==> config.mk <==
export PLATFORM = sky130hd
export DESIGN_NAME = i2c_host_regs_top
export DESIGN_NICKNAME = d
export VERILOG_FILES = /design/src/hw/i2c_host_pkg.sv /design/src/hw/byte_stream_fifo.sv /design/src/hw/host_reg_file.sv /design/src/hw/i2c_host_regs_top.sv /design/src/hw/reg_readback.sv /design/src/hw/wb_access_decode.sv
export SDC_FILE = /design/constraint.sdc
export NUM_CORES = 1
export LEC_CHECK = 0
export BUFFER_PORTS_ARGS = -buffer_cell sky130_fd_sc_hd__buf_2
export CORE_UTILIZATION = 33
export DETAILED_ROUTE_END_ITERATION = 10
export HOLD_SLACK_MARGIN = 0.03
export PLACE_DENSITY_LB_ADDON = 0.05
export SETUP_SLACK_MARGIN = 0.2
export SYNTH_ARGS = -nofsm -noshare
export SYNTH_HDL_FRONTEND = slang
export SYNTH_HIERARCHICAL = 1
export SYNTH_SLANG_ARGS = --single-unit
==> constraint.sdc <==
create_clock -name clk -period 6.1 [get_ports clk]
set_input_delay 0.305 -clock clk [delete_from_list [all_inputs] [get_ports clk]]
set_output_delay 0.305 -clock clk [all_outputs]
set_load 0.005 [all_outputs]
==> src/hw/i2c_host_pkg.sv <==
// ====================
// I2C host register package
// Widths, register map, field positions and queue depths
// ====================
package i2c_host_pkg;

    // Wishbone side
    typedef logic [2:0]  reg_addr_t;
    typedef logic [15:0] host_word_t;
    typedef logic [1:0]  byte_sel_t;

    // Engine side
    typedef logic [6:0]  i2c_addr_t;
    typedef logic [7:0]  i2c_byte_t;
    // Address, start, read, write, write_multiple, stop
    typedef logic [11:0] cmd_word_t;
    typedef logic [15:0] prescale_t;

    // Flag bits sit below the address in a command word
    localparam int CMD_FLAGS_W = 5;
    // Byte plus last flag
    localparam int DATA_ENTRY_W = 9;

    // Register map
    localparam reg_addr_t ADDR_STATUS   = 3'd0;
    localparam reg_addr_t ADDR_COMMAND  = 3'd2;
    localparam reg_addr_t ADDR_DATA     = 3'd4;
    localparam reg_addr_t ADDR_PRESCALE = 3'd6;

    localparam prescale_t DEFAULT_PRESCALE = 16'd250;

    // Queue depths as log2, 32 entries each
    localparam int CMD_FIFO_AW = 5;
    localparam int WR_FIFO_AW  = 5;
    localparam int RD_FIFO_AW  = 5;

    // Status register
    localparam int ST_BUSY      = 0;
    localparam int ST_BUS_CONT  = 1;
    localparam int ST_BUS_ACT   = 2;
    localparam int ST_MISS_ACK  = 3;
    localparam int ST_CMD_EMPTY = 8;
    localparam int ST_CMD_FULL  = 9;
    localparam int ST_CMD_OVF   = 10;
    localparam int ST_WR_EMPTY  = 11;
    localparam int ST_WR_FULL   = 12;
    localparam int ST_WR_OVF    = 13;
    localparam int ST_RD_EMPTY  = 14;
    localparam int ST_RD_FULL   = 15;

    // Command register
    localparam int CMD_ADDR_MSB = 6;
    localparam int CMD_START    = 8;
    localparam int CMD_READ     = 9;
    localparam int CMD_WRITE    = 10;
    localparam int CMD_WR_MULT  = 11;
    localparam int CMD_STOP     = 12;

    // Data register
    localparam int DATA_MSB   = 7;
    localparam int DATA_VALID = 8;
    localparam int DATA_LAST  = 9;

endpackage

==> src/hw/byte_stream_fifo.sv <==
// ====================
// First-word-fall-through FIFO
// Head shown at the output, writes when full are dropped
// ====================
`timescale 1ns/1ps

module byte_stream_fifo #(
    parameter int WIDTH  = 8,
    parameter int ADDR_W = 5
) (
    input  logic             clk,
    input  logic             rst,
    input  logic [WIDTH-1:0] in_data_i,
    input  logic             in_valid_i,
    output logic             in_ready_o,
    output logic [WIDTH-1:0] out_data_o,
    output logic             out_valid_o,
    input  logic             out_ready_i,
    output logic             full_o,
    output logic             empty_o
);
    localparam int DEPTH = 2 ** ADDR_W;

    logic [WIDTH-1:0] mem [DEPTH];
    // Extra top bit tells full from empty
    logic [ADDR_W:0]  wr_ptr;
    logic [ADDR_W:0]  rd_ptr;
    logic             push;
    logic             pop;

    assign empty_o = wr_ptr == rd_ptr;
    assign full_o  = (wr_ptr[ADDR_W] != rd_ptr[ADDR_W]) &&
                     (wr_ptr[ADDR_W-1:0] == rd_ptr[ADDR_W-1:0]);

    assign push = in_valid_i & ~full_o;
    assign pop  = out_ready_i & ~empty_o;

    // Storage
    always_ff @(posedge clk) begin
        if (push) begin
            mem[wr_ptr[ADDR_W-1:0]] <= in_data_i;
        end
    end

    // Pointers
    always_ff @(posedge clk) begin
        if (rst) begin
            wr_ptr <= '0;
            rd_ptr <= '0;
        end else begin
            if (push) begin
                wr_ptr <= wr_ptr + 1'b1;
            end
            if (pop) begin
                rd_ptr <= rd_ptr + 1'b1;
            end
        end
    end

    assign in_ready_o  = ~full_o;
    assign out_valid_o = ~empty_o;
    assign out_data_o  = mem[rd_ptr[ADDR_W-1:0]];

endmodule

==> src/hw/host_reg_file.sv <==
// ====================
// Host register file
// Command and prescale registers, queue pushes, sticky flags
// ====================
`timescale 1ns/1ps

module host_reg_file (
    input  logic                    clk,
    input  logic                    rst,
    input  i2c_host_pkg::host_word_t wbs_dat_i,
    input  logic                    wr_cmd_lo_i,
    input  logic                    wr_cmd_hi_i,
    input  logic                    wr_data_i,
    input  logic                    data_wide_i,
    input  logic                    wr_pre_lo_i,
    input  logic                    wr_pre_hi_i,
    input  logic                    rd_status_lo_i,
    input  logic                    rd_status_hi_i,
    input  logic                    missed_ack_i,
    input  logic                    cmd_full_i,
    input  logic                    wr_full_i,
    output i2c_host_pkg::cmd_word_t  cmd_word_o,
    output logic                    cmd_push_o,
    output i2c_host_pkg::i2c_byte_t  wr_byte_o,
    output logic                    wr_last_o,
    output logic                    wr_push_o,
    output i2c_host_pkg::prescale_t  prescale_o,
    output logic                    miss_ack_o,
    output logic                    cmd_ovf_o,
    output logic                    wr_ovf_o
);
    import i2c_host_pkg::*;

    cmd_word_t cmd_q;
    cmd_word_t cmd_next;
    prescale_t prescale_q;
    logic      miss_ack_q;
    logic      cmd_ovf_q;
    logic      wr_ovf_q;

    // Merge lane writes into the held command
    always_comb begin
        cmd_next = cmd_q;
        if (wr_cmd_lo_i) begin
            cmd_next[CMD_FLAGS_W +: $bits(i2c_addr_t)] = wbs_dat_i[CMD_ADDR_MSB:0];
        end
        if (wr_cmd_hi_i) begin
            // Flags are packed start first, stop last
            cmd_next[CMD_FLAGS_W-1:0] = {wbs_dat_i[CMD_START],
                                         wbs_dat_i[CMD_READ],
                                         wbs_dat_i[CMD_WRITE],
                                         wbs_dat_i[CMD_WR_MULT],
                                         wbs_dat_i[CMD_STOP]};
        end
    end

    // A high-lane write with any flag set queues the command
    assign cmd_word_o = cmd_next;
    assign cmd_push_o = wr_cmd_hi_i & (|cmd_next[CMD_FLAGS_W-1:0]);

    // Every data write queues one byte
    assign wr_byte_o = wbs_dat_i[DATA_MSB:0];
    assign wr_last_o = data_wide_i & wbs_dat_i[DATA_LAST];
    assign wr_push_o = wr_data_i;

    always_ff @(posedge clk) begin
        if (rst) begin
            cmd_q      <= '0;
            prescale_q <= DEFAULT_PRESCALE;
        end else begin
            cmd_q <= cmd_next;
            // Byte lanes of prescale
            if (wr_pre_lo_i) begin
                prescale_q[7:0] <= wbs_dat_i[7:0];
            end
            if (wr_pre_hi_i) begin
                prescale_q[15:8] <= wbs_dat_i[15:8];
            end
        end
    end

    // Sticky flags
    // A pulse in the clearing cycle still wins
    always_ff @(posedge clk) begin
        if (rst) begin
            miss_ack_q <= 1'b0;
            cmd_ovf_q  <= 1'b0;
            wr_ovf_q   <= 1'b0;
        end else begin
            miss_ack_q <= (miss_ack_q & ~rd_status_lo_i) | missed_ack_i;
            // Full queue drops the push, flag it
            cmd_ovf_q  <= (cmd_ovf_q & ~rd_status_hi_i) | (cmd_push_o & cmd_full_i);
            wr_ovf_q   <= (wr_ovf_q & ~rd_status_hi_i) | (wr_push_o & wr_full_i);
        end
    end

    assign prescale_o = prescale_q;
    assign miss_ack_o = miss_ack_q;
    assign cmd_ovf_o  = cmd_ovf_q;
    assign wr_ovf_o   = wr_ovf_q;

endmodule

==> src/hw/i2c_host_regs_top.sv <==
// ====================
// I2C host register block
// Wishbone slave with command, write and read queues
// ====================
`timescale 1ns/1ps

module i2c_host_regs_top (
    input  logic                    clk,
    input  logic                    rst,
    // Wishbone slave
    input  i2c_host_pkg::reg_addr_t  wbs_adr_i,
    input  i2c_host_pkg::host_word_t wbs_dat_i,
    output i2c_host_pkg::host_word_t wbs_dat_o,
    input  logic                    wbs_we_i,
    input  i2c_host_pkg::byte_sel_t  wbs_sel_i,
    input  logic                    wbs_stb_i,
    output logic                    wbs_ack_o,
    input  logic                    wbs_cyc_i,
    // Command stream to engine
    output i2c_host_pkg::cmd_word_t  cmd_o,
    output logic                    cmd_valid_o,
    input  logic                    cmd_ready_i,
    // Write data stream to engine
    output i2c_host_pkg::i2c_byte_t  wr_data_o,
    output logic                    wr_last_o,
    output logic                    wr_valid_o,
    input  logic                    wr_ready_i,
    // Read data stream from engine
    input  i2c_host_pkg::i2c_byte_t  rd_data_i,
    input  logic                    rd_last_i,
    input  logic                    rd_valid_i,
    output logic                    rd_ready_o,
    // Engine status and config
    input  logic                    busy_i,
    input  logic                    bus_control_i,
    input  logic                    bus_active_i,
    input  logic                    missed_ack_i,
    output i2c_host_pkg::prescale_t  prescale_o
);
    import i2c_host_pkg::*;

    // Decode strobes
    logic acc, wr_cmd_lo, wr_cmd_hi, wr_data, data_wide;
    logic wr_pre_lo, wr_pre_hi, rd_status_lo, rd_status_hi, rd_data_pop;

    // Queue fills and flags
    cmd_word_t                cmd_word;
    i2c_byte_t                wr_byte;
    logic                     cmd_push, wr_push, wr_last;
    logic                     miss_ack, cmd_ovf, wr_ovf;
    logic                     cmd_full, cmd_empty, wr_full, wr_empty, rd_full, rd_empty;
    logic [DATA_ENTRY_W-1:0]  wr_head, rd_head;
    logic                     rd_head_valid, rd_pop;

    wb_access_decode u_decode (
        .clk, .rst, .wbs_adr_i, .wbs_we_i, .wbs_sel_i, .wbs_stb_i, .wbs_cyc_i, .wbs_ack_o,
        .acc_o(acc), .wr_cmd_lo_o(wr_cmd_lo), .wr_cmd_hi_o(wr_cmd_hi),
        .wr_data_o(wr_data), .data_wide_o(data_wide),
        .wr_pre_lo_o(wr_pre_lo), .wr_pre_hi_o(wr_pre_hi),
        .rd_status_lo_o(rd_status_lo), .rd_status_hi_o(rd_status_hi),
        .rd_data_pop_o(rd_data_pop)
    );

    host_reg_file u_regs (
        .clk, .rst, .wbs_dat_i,
        .wr_cmd_lo_i(wr_cmd_lo), .wr_cmd_hi_i(wr_cmd_hi), .wr_data_i(wr_data),
        .data_wide_i(data_wide), .wr_pre_lo_i(wr_pre_lo), .wr_pre_hi_i(wr_pre_hi),
        .rd_status_lo_i(rd_status_lo), .rd_status_hi_i(rd_status_hi),
        .missed_ack_i, .cmd_full_i(cmd_full), .wr_full_i(wr_full),
        .cmd_word_o(cmd_word), .cmd_push_o(cmd_push),
        .wr_byte_o(wr_byte), .wr_last_o(wr_last), .wr_push_o(wr_push),
        .prescale_o, .miss_ack_o(miss_ack), .cmd_ovf_o(cmd_ovf), .wr_ovf_o(wr_ovf)
    );

    byte_stream_fifo #(.WIDTH($bits(cmd_word_t)), .ADDR_W(CMD_FIFO_AW)) cmd_fifo (
        .clk, .rst, .in_data_i(cmd_word), .in_valid_i(cmd_push), .in_ready_o(),
        .out_data_o(cmd_o), .out_valid_o(cmd_valid_o), .out_ready_i(cmd_ready_i),
        .full_o(cmd_full), .empty_o(cmd_empty)
    );

    byte_stream_fifo #(.WIDTH(DATA_ENTRY_W), .ADDR_W(WR_FIFO_AW)) wr_fifo (
        .clk, .rst, .in_data_i({wr_byte, wr_last}), .in_valid_i(wr_push), .in_ready_o(),
        .out_data_o(wr_head), .out_valid_o(wr_valid_o), .out_ready_i(wr_ready_i),
        .full_o(wr_full), .empty_o(wr_empty)
    );

    // Byte over last flag
    assign wr_data_o = wr_head[DATA_ENTRY_W-1:1];
    assign wr_last_o = wr_head[0];

    byte_stream_fifo #(.WIDTH(DATA_ENTRY_W), .ADDR_W(RD_FIFO_AW)) rd_fifo (
        .clk, .rst, .in_data_i({rd_data_i, rd_last_i}), .in_valid_i(rd_valid_i),
        .in_ready_o(rd_ready_o), .out_data_o(rd_head), .out_valid_o(rd_head_valid),
        .out_ready_i(rd_pop), .full_o(rd_full), .empty_o(rd_empty)
    );

    reg_readback u_readback (
        .clk, .rst, .acc_i(acc), .wbs_adr_i, .rd_data_pop_i(rd_data_pop),
        .busy_i, .bus_control_i, .bus_active_i,
        .miss_ack_i(miss_ack), .cmd_ovf_i(cmd_ovf), .wr_ovf_i(wr_ovf),
        .cmd_empty_i(cmd_empty), .cmd_full_i(cmd_full),
        .wr_empty_i(wr_empty), .wr_full_i(wr_full),
        .rd_empty_i(rd_empty), .rd_full_i(rd_full),
        .cmd_word_i(cmd_word), .prescale_i(prescale_o),
        .rd_head_i(rd_head), .rd_head_valid_i(rd_head_valid),
        .wbs_dat_o, .rd_pop_o(rd_pop)
    );

endmodule

==> src/hw/reg_readback.sv <==
// ====================
// Register readback
// Read data word per access, read queue pop
// ====================
`timescale 1ns/1ps

module reg_readback (
    input  logic                                     clk,
    input  logic                                     rst,
    input  logic                                     acc_i,
    input  i2c_host_pkg::reg_addr_t                  wbs_adr_i,
    input  logic                                     rd_data_pop_i,
    input  logic                                     busy_i,
    input  logic                                     bus_control_i,
    input  logic                                     bus_active_i,
    input  logic                                     miss_ack_i,
    input  logic                                     cmd_ovf_i,
    input  logic                                     wr_ovf_i,
    input  logic                                     cmd_empty_i,
    input  logic                                     cmd_full_i,
    input  logic                                     wr_empty_i,
    input  logic                                     wr_full_i,
    input  logic                                     rd_empty_i,
    input  logic                                     rd_full_i,
    input  i2c_host_pkg::cmd_word_t                  cmd_word_i,
    input  i2c_host_pkg::prescale_t                  prescale_i,
    input  logic [i2c_host_pkg::DATA_ENTRY_W-1:0]    rd_head_i,
    input  logic                                     rd_head_valid_i,
    output i2c_host_pkg::host_word_t                 wbs_dat_o,
    output logic                                     rd_pop_o
);
    import i2c_host_pkg::*;

    host_word_t rd_word;
    host_word_t dat_q;

    // Word for the addressed register with unused bits zero
    always_comb begin
        rd_word = '0;
        case (wbs_adr_i)
            ADDR_STATUS: begin
                rd_word[ST_BUSY]      = busy_i;
                rd_word[ST_BUS_CONT]  = bus_control_i;
                rd_word[ST_BUS_ACT]   = bus_active_i;
                rd_word[ST_MISS_ACK]  = miss_ack_i;
                rd_word[ST_CMD_EMPTY] = cmd_empty_i;
                rd_word[ST_CMD_FULL]  = cmd_full_i;
                rd_word[ST_CMD_OVF]   = cmd_ovf_i;
                rd_word[ST_WR_EMPTY]  = wr_empty_i;
                rd_word[ST_WR_FULL]   = wr_full_i;
                rd_word[ST_WR_OVF]    = wr_ovf_i;
                rd_word[ST_RD_EMPTY]  = rd_empty_i;
                rd_word[ST_RD_FULL]   = rd_full_i;
            end
            ADDR_COMMAND: begin
                // Unpack address and flags back to register layout
                rd_word[CMD_ADDR_MSB:0] = cmd_word_i[CMD_FLAGS_W +: $bits(i2c_addr_t)];
                rd_word[CMD_START]      = cmd_word_i[4];
                rd_word[CMD_READ]       = cmd_word_i[3];
                rd_word[CMD_WRITE]      = cmd_word_i[2];
                rd_word[CMD_WR_MULT]    = cmd_word_i[1];
                rd_word[CMD_STOP]       = cmd_word_i[0];
            end
            ADDR_DATA: begin
                // Queue head with the byte above the last flag
                rd_word[DATA_MSB:0] = rd_head_i[DATA_ENTRY_W-1:1];
                rd_word[DATA_VALID] = rd_head_valid_i;
                rd_word[DATA_LAST]  = rd_head_i[0];
            end
            ADDR_PRESCALE: rd_word = prescale_i;
            default: rd_word = '0;
        endcase
    end

    // Loaded at accept and valid alongside ack
    always_ff @(posedge clk) begin
        if (rst) begin
            dat_q <= '0;
        end else if (acc_i) begin
            dat_q <= rd_word;
        end
    end

    assign wbs_dat_o = dat_q;
    // Pop only a real entry
    assign rd_pop_o = rd_data_pop_i & rd_head_valid_i;

endmodule

==> src/hw/wb_access_decode.sv <==
// ====================
// Wishbone access decode
// One ack per access, single-cycle register strobes
// ====================
`timescale 1ns/1ps

module wb_access_decode (
    input  logic                   clk,
    input  logic                   rst,
    input  i2c_host_pkg::reg_addr_t wbs_adr_i,
    input  logic                   wbs_we_i,
    input  i2c_host_pkg::byte_sel_t wbs_sel_i,
    input  logic                   wbs_stb_i,
    input  logic                   wbs_cyc_i,
    output logic                   wbs_ack_o,
    output logic                   acc_o,
    output logic                   wr_cmd_lo_o,
    output logic                   wr_cmd_hi_o,
    output logic                   wr_data_o,
    output logic                   data_wide_o,
    output logic                   wr_pre_lo_o,
    output logic                   wr_pre_hi_o,
    output logic                   rd_status_lo_o,
    output logic                   rd_status_hi_o,
    output logic                   rd_data_pop_o
);
    import i2c_host_pkg::*;

    logic ack_q;
    logic acc_wr;
    logic acc_rd;

    // New access only while ack is low
    assign acc_o  = wbs_cyc_i & wbs_stb_i & ~ack_q;
    assign acc_wr = acc_o & wbs_we_i;
    assign acc_rd = acc_o & ~wbs_we_i;

    // Ack in the cycle after accept, always one cycle wide
    always_ff @(posedge clk) begin
        if (rst) begin
            ack_q <= 1'b0;
        end else begin
            ack_q <= acc_o;
        end
    end

    assign wbs_ack_o = ack_q;

    // Write strobes
    assign wr_cmd_lo_o = acc_wr && wbs_adr_i == ADDR_COMMAND && wbs_sel_i[0];
    assign wr_cmd_hi_o = acc_wr && wbs_adr_i == ADDR_COMMAND && wbs_sel_i[1];
    assign wr_pre_lo_o = acc_wr && wbs_adr_i == ADDR_PRESCALE && wbs_sel_i[0];
    assign wr_pre_hi_o = acc_wr && wbs_adr_i == ADDR_PRESCALE && wbs_sel_i[1];
    // Data byte needs the low lane
    assign wr_data_o   = acc_wr && wbs_adr_i == ADDR_DATA && wbs_sel_i[0];
    // Last bit only counts on a full 16-bit write
    assign data_wide_o = wr_data_o & wbs_sel_i[1];

    // Read side effects
    assign rd_status_lo_o = acc_rd && wbs_adr_i == ADDR_STATUS && wbs_sel_i[0];
    assign rd_status_hi_o = acc_rd && wbs_adr_i == ADDR_STATUS && wbs_sel_i[1];
    assign rd_data_pop_o  = acc_rd && wbs_adr_i == ADDR_DATA && wbs_sel_i[0];

endmodule

# Word-level counts from Yosys, hierarchy flattened

Memories as Yosys holds them, arrays and structs flattened. A register that Yosys moved wholly into a read port is not among the register bits.
Index checks and enable logic that the tools add are counted.

Register bits: 84
Latch bits: 0
Bits in writable memories: 960
Memory bits (read-only): 0
Bits of input ports: 42
Memories: 3

Add/sub/neg operators: 6
Multipliers: 0
Div/mod/pow operators: 0
Order comparisons: 0
Equality and inequality tests: 12
Shift-type cells: 0
Mux-type cells: 20
Bitwise operators: 32
Reductions and logical operators: 18

Memory list:

| memory       | words | bits a word | read ports | clocked after Yosys merged registers in | wr ports | line                   | RTL |
|---|---|---|---|---|---|---|---|
| cmd_fifo.mem | 32    | 12          | 1          | 1                                       | 1        | byte_stream_fifo.sv:24 | `logic [WIDTH-1:0] mem [DEPTH];` |
| rd_fifo.mem  | 32    | 9           | 1          | 1                                       | 1        | byte_stream_fifo.sv:24 |  |
| wr_fifo.mem  | 32    | 9           | 1          | 1                                       | 1        | byte_stream_fifo.sv:24 |  |

Operators with widths:

| kind                                                            | number |
|---|---|
| 6-bit by 1-bit adder with 6-bit output, second input constant   | 6 |
| 5-bit two-way mux                                               | 7 |
| 1-bit AND                                                       | 19 |
| 6-bit == test                                                   | 3 |
| 3-bit one-hot mux with 3 select lines                           | 2 |
| 1-bit logical AND                                               | 16 |
| 4-bit one-hot mux with 4 select lines                           | 1 |
| 5-bit == test                                                   | 3 |
| 1-bit NOT                                                       | 10 |
| 2-bit one-hot mux with 4 select lines                           | 1 |
| 7-bit two-way mux                                               | 1 |
| 3-bit == test, second input constant                            | 2 |
| 1-bit two-way mux                                               | 6 |
| 3-bit one-hot mux with 2 select lines                           | 1 |
| 5-bit OR reduction                                              | 1 |
| 3-bit by 2-bit == test with 1-bit output, second input constant | 1 |
| 3-bit zero test                                                 | 1 |
| 1-bit != test                                                   | 3 |
| 1-bit bitwise OR                                                | 3 |
| 1-bit one-hot mux with 2 select lines                           | 1 |

# Logic depth before layout (Yosys ltp)

Gate-level depths: netlist of the first run.

Depth in word-level cells: 11
Mapped depth: 10
Gate-level depth less buffers: 9

# Modules after synthesis

The synthesis of the first run kept the hierarchy.

Modules (own cells, without submodules):

| module                         | times used | cells an instance | area each (µm²) |
|---|---|---|---|
| byte_stream_fifo (rd_fifo ...) | 2          | 543               | 11882.6 |
| byte_stream_fifo (cmd_fifo)    | 1          | 945               | 15864.0 |
| host_reg_file                  | 1          | 121               | 1239.9 |
| reg_readback                   | 1          | 106               | 1027.2 |
| wb_access_decode               | 1          | 23                | 163.9 |

# Least setup slack after synthesis of the first run

OpenSTA, ideal clock, no wires.

Path kind: register -> register
Start: register u_decode.ack_q (netlist: u_decode/wbs_ack_o)
End: memory cmd_fifo/mem[29][0] (netlist bit), enable pin
Arrival time: 2.349 ns
Slack: 3.371 ns
Cell stages (with the launch flop): 9
Buffers on the path: 2
Path through: dfxtp_1 > nand3b_1 > buf_6 > nor3_1 > buf_6 > a21boi_0 > a21boi_4 > nand2_1 > nor2_1

Longest elaborated chain between the ends: 11

RTL lines:

| what                                        | line                    | RTL |
|---|---|---|
| from (decl)                                 | wb_access_decode.sv:29  | `logic ack_q;` |
| from (signal assigned)                      | wb_access_decode.sv:43  | `ack_q <= acc_o;` |
| 1-bit NOT (*)                               | wb_access_decode.sv:34  | `assign acc_o = wbs_cyc_i & wbs_stb_i & ~ack_q;` |
| 1-bit AND (*)                               | wb_access_decode.sv:34  |  |
| 1-bit AND (*)                               | wb_access_decode.sv:35  | `assign acc_wr = acc_o & wbs_we_i;` |
| 1-bit logical AND (*) (2 in a row)          | wb_access_decode.sv:51  | `assign wr_cmd_hi_o = acc_wr && wbs_adr_i == ADDR_COMMAND && wbs_sel_i[1];` |
| net wr_cmd_hi                               | i2c_host_regs_top.sv:43 | `logic acc, wr_cmd_lo, wr_cmd_hi, wr_data, data_wide;` |
| 5-bit two-way mux                           | host_reg_file.sv:47     | `if (wr_cmd_hi_i) begin` |
| 5-bit OR reduction                          | host_reg_file.sv:59     | `assign cmd_push_o = wr_cmd_hi_i & (\|cmd_next[CMD_FLAGS_W-1:0]);` |
| 1-bit AND (*)                               | host_reg_file.sv:59     |  |
| net cmd_push                                | i2c_host_regs_top.sv:49 | `logic cmd_push, wr_push, wr_last;` |
| 1-bit AND (*)                               | byte_stream_fifo.sv:35  | `assign push = in_valid_i & ~full_o;` |
| 1-bit two-way mux (*)                       | byte_stream_fifo.sv:40  | `if (push) begin` |
| 1-bit two-way mux (implied by the code) (*) | byte_stream_fifo.sv:41  | `mem[wr_ptr[ADDR_W-1:0]] <= in_data_i;` |
| to (decl)                                   | byte_stream_fifo.sv:24  |  |

Mark *: on every way through the listed nets, which the timed path passes. The rest lies on a longest branch.

==> results of run 1 <==
[worst min-delay path, stage by stage]
cell,delay (ns)
buf_2,0.13
nand2_1,0.08
nor3_2,0.08
mux2i_1,0.12
nor2_1,0.07
[flip-flops by register name, indices dropped and copies added, names as in the netlist, named ones only]
register,flops
u_regs/wr_ovf_o,1
cmd_fifo/wr_ptr,6
u_decode/wbs_ack_o,1
u_regs/cmd_ovf_o,1
wr_fifo/mem,288
wr_fifo/wr_ptr,6
cmd_fifo/mem,384
wr_fifo/rd_ptr,6
u_regs/cmd_q,12
u_regs/prescale_o,16
u_regs/miss_ack_o,1
u_readback/wbs_dat_o,16
rd_fifo/rd_ptr,6
rd_fifo/wr_ptr,6
cmd_fifo/rd_ptr,6
rd_fifo/mem,288
[cells in the mapped netlist (all sizes together)]
| cell type | count |
|---|---|
| nor3 | 21 |
| and3b | 1 |
| a221oi | 6 |
| a22o | 28 |
| and2b | 5 |
| or3b | 4 |
| o32ai | 3 |
| clkbuf | 55 |
| nor3b | 4 |
| xor2 | 9 |
| nand2 | 55 |
| nor2 | 162 |
| dfxtp | 99 |
| o211ai | 3 |
| nor4 | 4 |
| mux4 | 180 |
| buf | 74 |
| nand3 | 45 |
| ha | 15 |
| mux2 | 52 |
| nand4 | 22 |
| or2 | 7 |
| nand2b | 9 |
| and3 | 12 |
| nor2b | 30 |
| or3 | 4 |
| edfxtp | 960 |
| and2 | 3 |
| a21boi | 4 |
| nand3b | 9 |
| a22oi | 51 |
| xnor2 | 30 |
| o21ai | 15 |
| mux2i | 211 |
| a211o | 6 |
| inv | 25 |
| a21oi | 46 |
| a31oi | 12 |
[final timing paths]
| path | slack [ns] | endpoint | depth (start not counted) | from |
|---|---|---|---|---|
| max reg2reg | 2.10 | cmd_fifo/mem[24][0]$_DFFE_PP_ | 7 | u_decode/wbs_ack_o$_SDFF_PP0_ |
| min reg2reg | 0.47 | u_regs/wr_ovf_o$_SDFF_PP0_ | 2 | u_regs/wr_ovf_o$_SDFF_PP0_ |
| min | 0.11 | u_regs/prescale_o[14]$_SDFFE_PP0P_ | 5 | wbs_sel_i[1] |
| max | 2.06 | wr_data_o[3] | 5 | flop |
[metrics by stage]
step / std cells / hold slack, ns / setup slack [ns] / area (sq um) / utilization [%]
6_report: 4184 / 0.110 / 2.06 / 48400 / 38.4
5_1_grt: 4181 / 0.118 / 1.77 / 48400 / 38.4
4_1_cts: 4181 / 0.0459 / 1.94 / 48400 / 38.4
3_5_place_dp: 3953 / 0.459 / 1.75 / 44400 / 35.2
3_3_place_gp: 3953 / 0.458 / 1.80 / 44400 / 35.2
2_1_floorplan: 2281 / 0.377 / 3.37 / 42100 / -
[power breakdown]
group          internal (mW)  switching, mW  leakage, nW
Clock                   4.18           2.84         1.87
Sequential              7.88         0.0119         8.91
Combinational         0.0645          0.175         3.51
Total                   12.1           3.02         14.3
[per-layer routing]
layer / up-vias / global-route usage [%]
met5: - / 0
met4: 8 / 4.89
met3: 134 / 2.92
met2: 575 / 26.0
met1: 11400 / 26.6
li1: 9387 / -
[cells by family after synthesis]
group | count (synthesis)
flip-flops | 1059
adder cells (fa/ha/maj) | 15
XOR/XNOR | 39
AND/OR/NAND/NOR | 397
AO/OA/AOI/OAI | 174
multiplexers | 443
buffers and inverters | 154
[layout make-up]
class,instances,area share [%]
antenna,3,0.0155
timing repair buffer,168,2.22
sequential,1059,63.7
clock inverter,63,1.50
clock buffer,148,6.37
multi-input combinational,1068,21.7
tap,1650,4.27
inverter,25,0.194
==> flow_summary.ini, run 1 <==
[clock_network]
numCtsBuffers = 115
post-cts-setup-buffers = 0
hold_buffers = 17
clock_latency_ns = 0.74
path_clk_slew_ns = 0.06
root_buffer = clkbuf_16
htreeDepth = 3
clock_sinks = 1059
cts_buffer_depth = 3
cts_tree = built
cts_resized = 0

[sta]
rsz0062_at_grt = false
skew_ns = 0.0358
finalSetupViolations = 0
drv_slew = 0
setup_tns_ns = 0
relSlewSlack_pct = 18.3
worst_pin_slew_ns = 1.22
hold_viol = 0
timing.fmax_mhz = 248
finalCritPeriodShare_pct = 66.2
min_period_ns = 4.04

[route]
met2_length_um = 50200
drt_iter0_markers = 1878
wl_met1_um = 55700
routedWlPerCell_um = 27.3
ant_nets = 0
highest_layer = met5
viasPerCell = 5.13
dr_wl_met3_um = 5860
dr.pass1.iters = 5
wirelength_um = 114000
drc = 0
via_count = 21500

[synth]
synth_fa_ha_area_share_pct = 0.446
seq_area_frac_synth_pct = 73.3
synth_area_sq_mm = 0.0421
synthMuxAreaShare_pct = 16.1
synth_top_family_by_area = multiplexers
syn-num-nets = 2338
synthXorXnorAreaFrac_pct = 0.812
synth_compound_area_share_pct = 2.93
synthTopCellsByArea = edfxtp_1 69%, mux4_2 9.6%, mux2i_1 5.0%
syn_avg_cell_area_sq_um = 18.4
synth_cell_types = 53
yosysTopAreaCell = edfxtp_1
ys_ff_latch = 1059
ys_warn_count = 6
synth_top_area_share_pct = 68.5
synthCells = 2281
synthSimpleGateAreaFrac_pct = 4.58

[setup_path]
crit_chain = buf_4 > mux4_2 > mux4_2 > mux2_2 > buf_2
critical_path.top_delay_family = multiplexers
worstPathMaxFanout = 30
critPathBufInv = 2
slowest_stage = dfxtp_4
startpoint_type = flop
cp_common_cell = mux4_2
cp.required_ns = 5.79
worstPathArrival_ns = 3.73
worstSetupEndpointType = primary output
cp_slowest_stage_delay_ns = 0.77
worstSetupPathType = flop to primary output

[die]
die_h_um = 359
core_sq_mm = 0.126
rows = 130
die_w_um = 359
dieArea_sq_mm = 0.129
initial_core_util_pct = 33.4
num_io_pins = 99

[layout]
layout_commonest_cell = edfxtp_1
layout_common_cells = 960 x edfxtp_1, 211 x mux2i_1, 180 x mux4_2, 161 x nor2_1, 116 x clkbuf_16
final_nets = 2494
ff_latch_area_sq_mm = 0.0308
multi_input_area_sq_mm = 0.0105
syn2layout_area_growth_pct = 15.0
nFillCells = 11400
drive_gt1_share_pct = 23.0

[placed_design]
dpl.hpwl_um = 73000
numPortBuffers = 98
place_congestion = 0.779

[min_path]
hold_class = input port to flop

[grt]
grt_overflow_total = 0
antenna_found_initial = 13
grt_pass1_wl_um = 162000
grt_max_degree = 65
grt_pass1_vias = 21600
grt_usage_pct = 17.6

[run_status]
status = completed

[power]
peakVddDrop_v = 0.000217
p_per_area_mw_per_mm2 = 313
power_mw = 15.1
p_leak_nw = 14.3

[job]
max_cap_violations = 0
Note: power is estimated with default switching activity, not from simulation.
==> run 2, diff against run 1 <==
- clock period: 6.1 -> 3.7 ns (I/O delays scaled with it)
==> run 2 against run 1 <==
  * Power grew 67%
  * Critical path type unchanged
  * Via count grew 1.6%
  * Global-route usage grew 0.30 points
  * Die area is the same
  * Utilization grew 1.0 points
  * Cell area grew 2.6%
  * Clock power grew 70%
==> flow_summary.ini, run 2 (synthesis gave the netlist of run 1 again) <==
[sta]
hold_viol = 0
finalHoldWorstSlack_ns = 0.0477
worst_pin_slew_ns = 1.35
skew_ns = 0.0397
timing.fmax_mhz = 293
finalSetupViolations = 0
relSlewSlack_pct = 9.48
finalCritPeriodShare_pct = 92.3
fin_ws_ns = 0.285
drv_slew = 0
rsz0062_at_grt = true
min_period_ns = 3.42
setup_tns_ns = 0

[setup_path]
critical_path.top_delay_family = multiplexers
worstSetupEndpointType = primary output
worstPathMaxFanout = 41
slowest_stage = dfxtp_4
cp_common_cell = mux4_2
rr_worst_depth = 7
startpoint_type = flop
cp_slowest_stage_delay_ns = 0.65
cp.required_ns = 3.51
reg2reg_slack_ns = 0.44
r2r_start = u_decode/wbs_ack_o$_SDFF_PP0_
worstPathArrival_ns = 3.23
critPathBufInv = 2
reg2reg_to = cmd_fifo/mem[28][5]$_DFFE_PP_
crit_chain = buf_12 > mux4_2 > mux4_2 > mux2_2 > buf_2
worstSetupPathType = flop to primary output

[min_path]
hold_class = input port to flop
hp-start = rd_data_i[4]
whs_path_depth = 1
min_to = rd_fifo/mem[22][5]$_DFFE_PP_

[die]
rows = 130
initial_core_util_pct = 33.4
die_h_um = 359
die_w_um = 359
dieArea_sq_mm = 0.129
num_io_pins = 99
core_sq_mm = 0.126

[route]
ant_nets = 0
viasPerCell = 5.05
drt_iter0_markers = 1701
drc = 0
routedWlPerCell_um = 26.8
dr.pass1.iters = 5
via_count = 21800
wirelength_um = 116000

[clock_network]
path_clk_slew_ns = 0.06
clock_sinks = 1059
cts_tree = built
clock_latency_ns = 0.75
numCtsBuffers = 118
htreeDepth = 3
cts_buffer_depth = 3
root_buffer = clkbuf_16

[layout]
nFillCells = 11400
final_nets = 2622
layout_commonest_cell = edfxtp_1
largest_reg_flops = 384
syn2layout_area_growth_pct = 18.0
drive_gt1_share_pct = 25.5
fin_util_pct = 39.4
layout_common_cells = 960 x edfxtp_1, 211 x mux2i_1, 180 x mux4_2, 161 x nor2_1, 145 x buf_4

[job]
max_cap_violations = 0

[placed_design]
numPortBuffers = 98
place_congestion = 0.802
dpl.hpwl_um = 73000
dp_slack_ns = 0.0919

[power]
p_per_area_mw_per_mm2 = 510
p_leak_nw = 15.0
peakVddDrop_v = 0.000385
power_mw = 25.3

[grt]
grt_pass1_wl_um = 165000
grt_usage_pct = 17.9
grt_max_degree = 55
grt_pass1_vias = 22300
grt_overflow_total = 0
antenna_found_initial = 10

[run_status]
status = completed
[run 2: power by group]
group	internal, mW	total [mW]	switching (mW)
Clock	7.10	11.9	4.77
Combinational	0.128	0.414	0.286
Sequential	13.0	13.0	0.0198
[run 2: layout make-up]
cell class | count | area, sq um | area share (%)
clock buffers | 148 | 3070 | 6.18
flip-flops and latches | 1059 | 30800 | 62.1
clock inverters | 74 | 848 | 1.71
multi-input cells | 1069 | 10500 | 21.2
repair buffers | 292 | 2210 | 4.46
inverters | 25 | 93.8 | 0.189
well taps | 1650 | 2060 | 4.16
diodes | 3 | 7.51 | 0.0151
[run 2: what timing repair did]
| action | CTS | global route |
|---|---|---|
| buffers inserted | 5 | 1 |
| endpoints found under the hold margin | 317 | 0 |
| pin swaps | 0 | 0 |
| hold buffers | 38 | 0 |
| cloned | 2 | 0 |
| setup endpoints to repair | 81 | 3 |
| resized for setup | 4 | 1 |
[run 2: worst max-delay path by stage]
stage,endpoint,slack (ns),cells after the start
2_1_floorplan,cmd_fifo/mem[29][0]$_DFFE_PP_,0.97,8
3_3_place_gp,cmd_fifo/mem[17][8]$_DFFE_PP_,0.13,8
3_5_place_dp,cmd_fifo/mem[28][6]$_DFFE_PP_,0.09,8
4_1_cts,cmd_o[9],0.22,6
5_1_grt,cmd_o[3],0.19,7
6_report,wr_data_o[1],0.28,5
[run 2: routing by layer]
layer  wire length, um  vias to the layer above  global-route usage [%]
met3              7340                      127                    4.36
met2             50100                      536                    26.2
met1             56200                    11500                    26.6
met4              2070                        4                    4.48
met5                25                        -                       0
li1                  -                     9675                       -
[run 2: through the flow]
stage,instance area (sq um),cells
3_5_place_dp,45200,4049
6_report,49600,4320
5_1_grt,49600,4318
2_1_floorplan,42100,2281
3_3_place_gp,45200,4049
4_1_cts,49600,4316
==> run 3, diff against run 2 <==
==> constraint.sdc (replaced) <==
create_clock -name clk -period 3.7 [get_ports clk]
set_input_delay 0.37 -clock clk [delete_from_list [all_inputs] [get_ports clk]]
set_output_delay 0.37 -clock clk [all_outputs]
set_load 0.005 [all_outputs]
==> run 3 against run 2 <==
  * Combinational power down 1%
  * Worst hold slack better by 0.050 ns
  * Power down 2.2%
  * Utilization down 0.30 points
  * Cell area fell by 0.76%
  * Non-clock buffer count is 20 lower
  * Critical path type unchanged
  * Largest power group unchanged
==> flow_summary.ini, run 3 (synthesis gave the netlist of run 1 again) <==
[run_status]
status = completed

[route]
via_count = 21900
drc = 0
ant_nets = 0
drt_iter0_markers = 1803
routedWlPerCell_um = 26.8
dr.pass1.iters = 5
viasPerCell = 5.09
wirelength_um = 115000

[placed_design]
dpl.hpwl_um = 72600
dp_slack_ns = 0.202
place_congestion = 0.801
numPortBuffers = 98

[die]
die_w_um = 359
rows = 130
num_io_pins = 99
initial_core_util_pct = 33.4
core_sq_mm = 0.126
dieArea_sq_mm = 0.129
die_h_um = 359

[clock_network]
path_clk_slew_ns = 0.06
cts_tree = built
htreeDepth = 3
cts_buffer_depth = 3
numCtsBuffers = 119
clock_sinks = 1059
clock_latency_ns = 0.70
root_buffer = clkbuf_16

[grt]
grt_pass1_vias = 22300
grt_pass1_wl_um = 165000
grt_overflow_total = 0
grt_usage_pct = 17.8
antenna_found_initial = 14
grt_max_degree = 94

[setup_path]
cp.required_ns = 3.33
worstSetupEndpointType = primary output
worstPathMaxFanout = 36
worstPathArrival_ns = 3.03
worstSetupPathType = flop to primary output
reg2reg_slack_ns = 0.40
rr_worst_depth = 8
startpoint_type = flop

[layout]
largest_reg_flops = 384
drive_gt1_share_pct = 26.3
layout_commonest_cell = edfxtp_1
syn2layout_area_growth_pct = 17.1
final_nets = 2603
layout_common_cells = 960 x edfxtp_1, 211 x mux2i_1, 180 x mux4_2, 161 x nor2_1, 154 x buf_4

[sta]
skew_ns = 0.0247
fin_ws_ns = 0.300
finalCritPeriodShare_pct = 91.9
hold_viol = 0
finalSetupViolations = 0
min_period_ns = 3.40
relSlewSlack_pct = 26.6
worst_pin_slew_ns = 1.09
drv_slew = 0
timing.fmax_mhz = 294
rsz0062_at_grt = false
setup_tns_ns = 0

[min_path]
whs_path_depth = 4
hold_class = input port to flop

[power]
p_leak_nw = 14.9
peakVddDrop_v = 0.000392
p_per_area_mw_per_mm2 = 502

[job]
max_cap_violations = 0
-- run 3: repair_timing --
action | CTS | global route
setup buffers | 6 | 0
hold buffers | 9 | 0
gates cloned | 1 | 0
resized for setup | 6 | 3
setup endpoints to repair | 13 | 8
endpoints found under the hold margin | 11 | 0
-- run 3: stage by stage --
stage | instance area [sq um] | instances | hold WS [ns] | total power, mW | util, %
5_1_grt | 49300 | 4301 | 0.0602 | 25.5 | 39.1
3_3_place_gp | 45300 | 4059 | 0.456 | 13.6 | 35.9
3_5_place_dp | 45300 | 4059 | 0.459 | 13.7 | 35.9
6_report | 49300 | 4304 | 0.0975 | 24.7 | 39.1
4_1_cts | 49200 | 4301 | 0.0311 | 25.1 | 39.1
2_1_floorplan | 42100 | 2281 | 0.441 | 13.4 | -
-- run 3: critical path, stage by stage (launching register included) --
cell     delay [ns]
dfxtp_4        0.38
buf_16         0.27
mux4_2         0.63
mux4_2         0.57
mux2_2         0.29
buf_2          0.13
-- run 3: power by group --
group / total [mW] / leakage [nW] / internal, mW / switching, mW
clock: 11.3 / 1.84 / 6.55 / 4.77
sequential: 13.0 / 8.91 / 13.0 / 0.0176
combinational: 0.408 / 4.12 / 0.115 / 0.293
total: 24.7 / 14.9 / 19.7 / 5.08
-- run 3: final cells by class --
cell class | count | area (sq um)
inverter | 25 | 93.8
fill | 11400 | 76800
sequential | 1059 | 30800
timing repair buffer | 272 | 1970
clock inverter | 82 | 662
antenna | 3 | 7.51
tap | 1650 | 2060
clock buffer | 144 | 3090
multi-input combinational | 1069 | 10500
-- run 3: path summary, 6_finish.rpt --
kind | from | endpoint
hold reg to reg | u_readback/wbs_dat_o[14]$_SDFFE_PP0P_ | u_readback/wbs_dat_o[14]$_SDFFE_PP0P_
setup reg to reg | u_decode/wbs_ack_o$_SDFF_PP0_ | cmd_fifo/mem[30][3]$_DFFE_PP_
setup / recovery | flop | wr_data_o[4]
hold / removal | bus_control_i | u_readback/wbs_dat_o[1]$_SDFFE_PP0P_
-- run 3: layer usage --
layer / vias up / track usage [%] / wire length [um]
li1: 9633 / - / -
met1: 11600 / 26.8 / 56000
met2: 547 / 26.4 / 50700
met3: 128 / 3.47 / 6700
met4: 8 / 4.08 / 1730
met5: - / 0 / 52
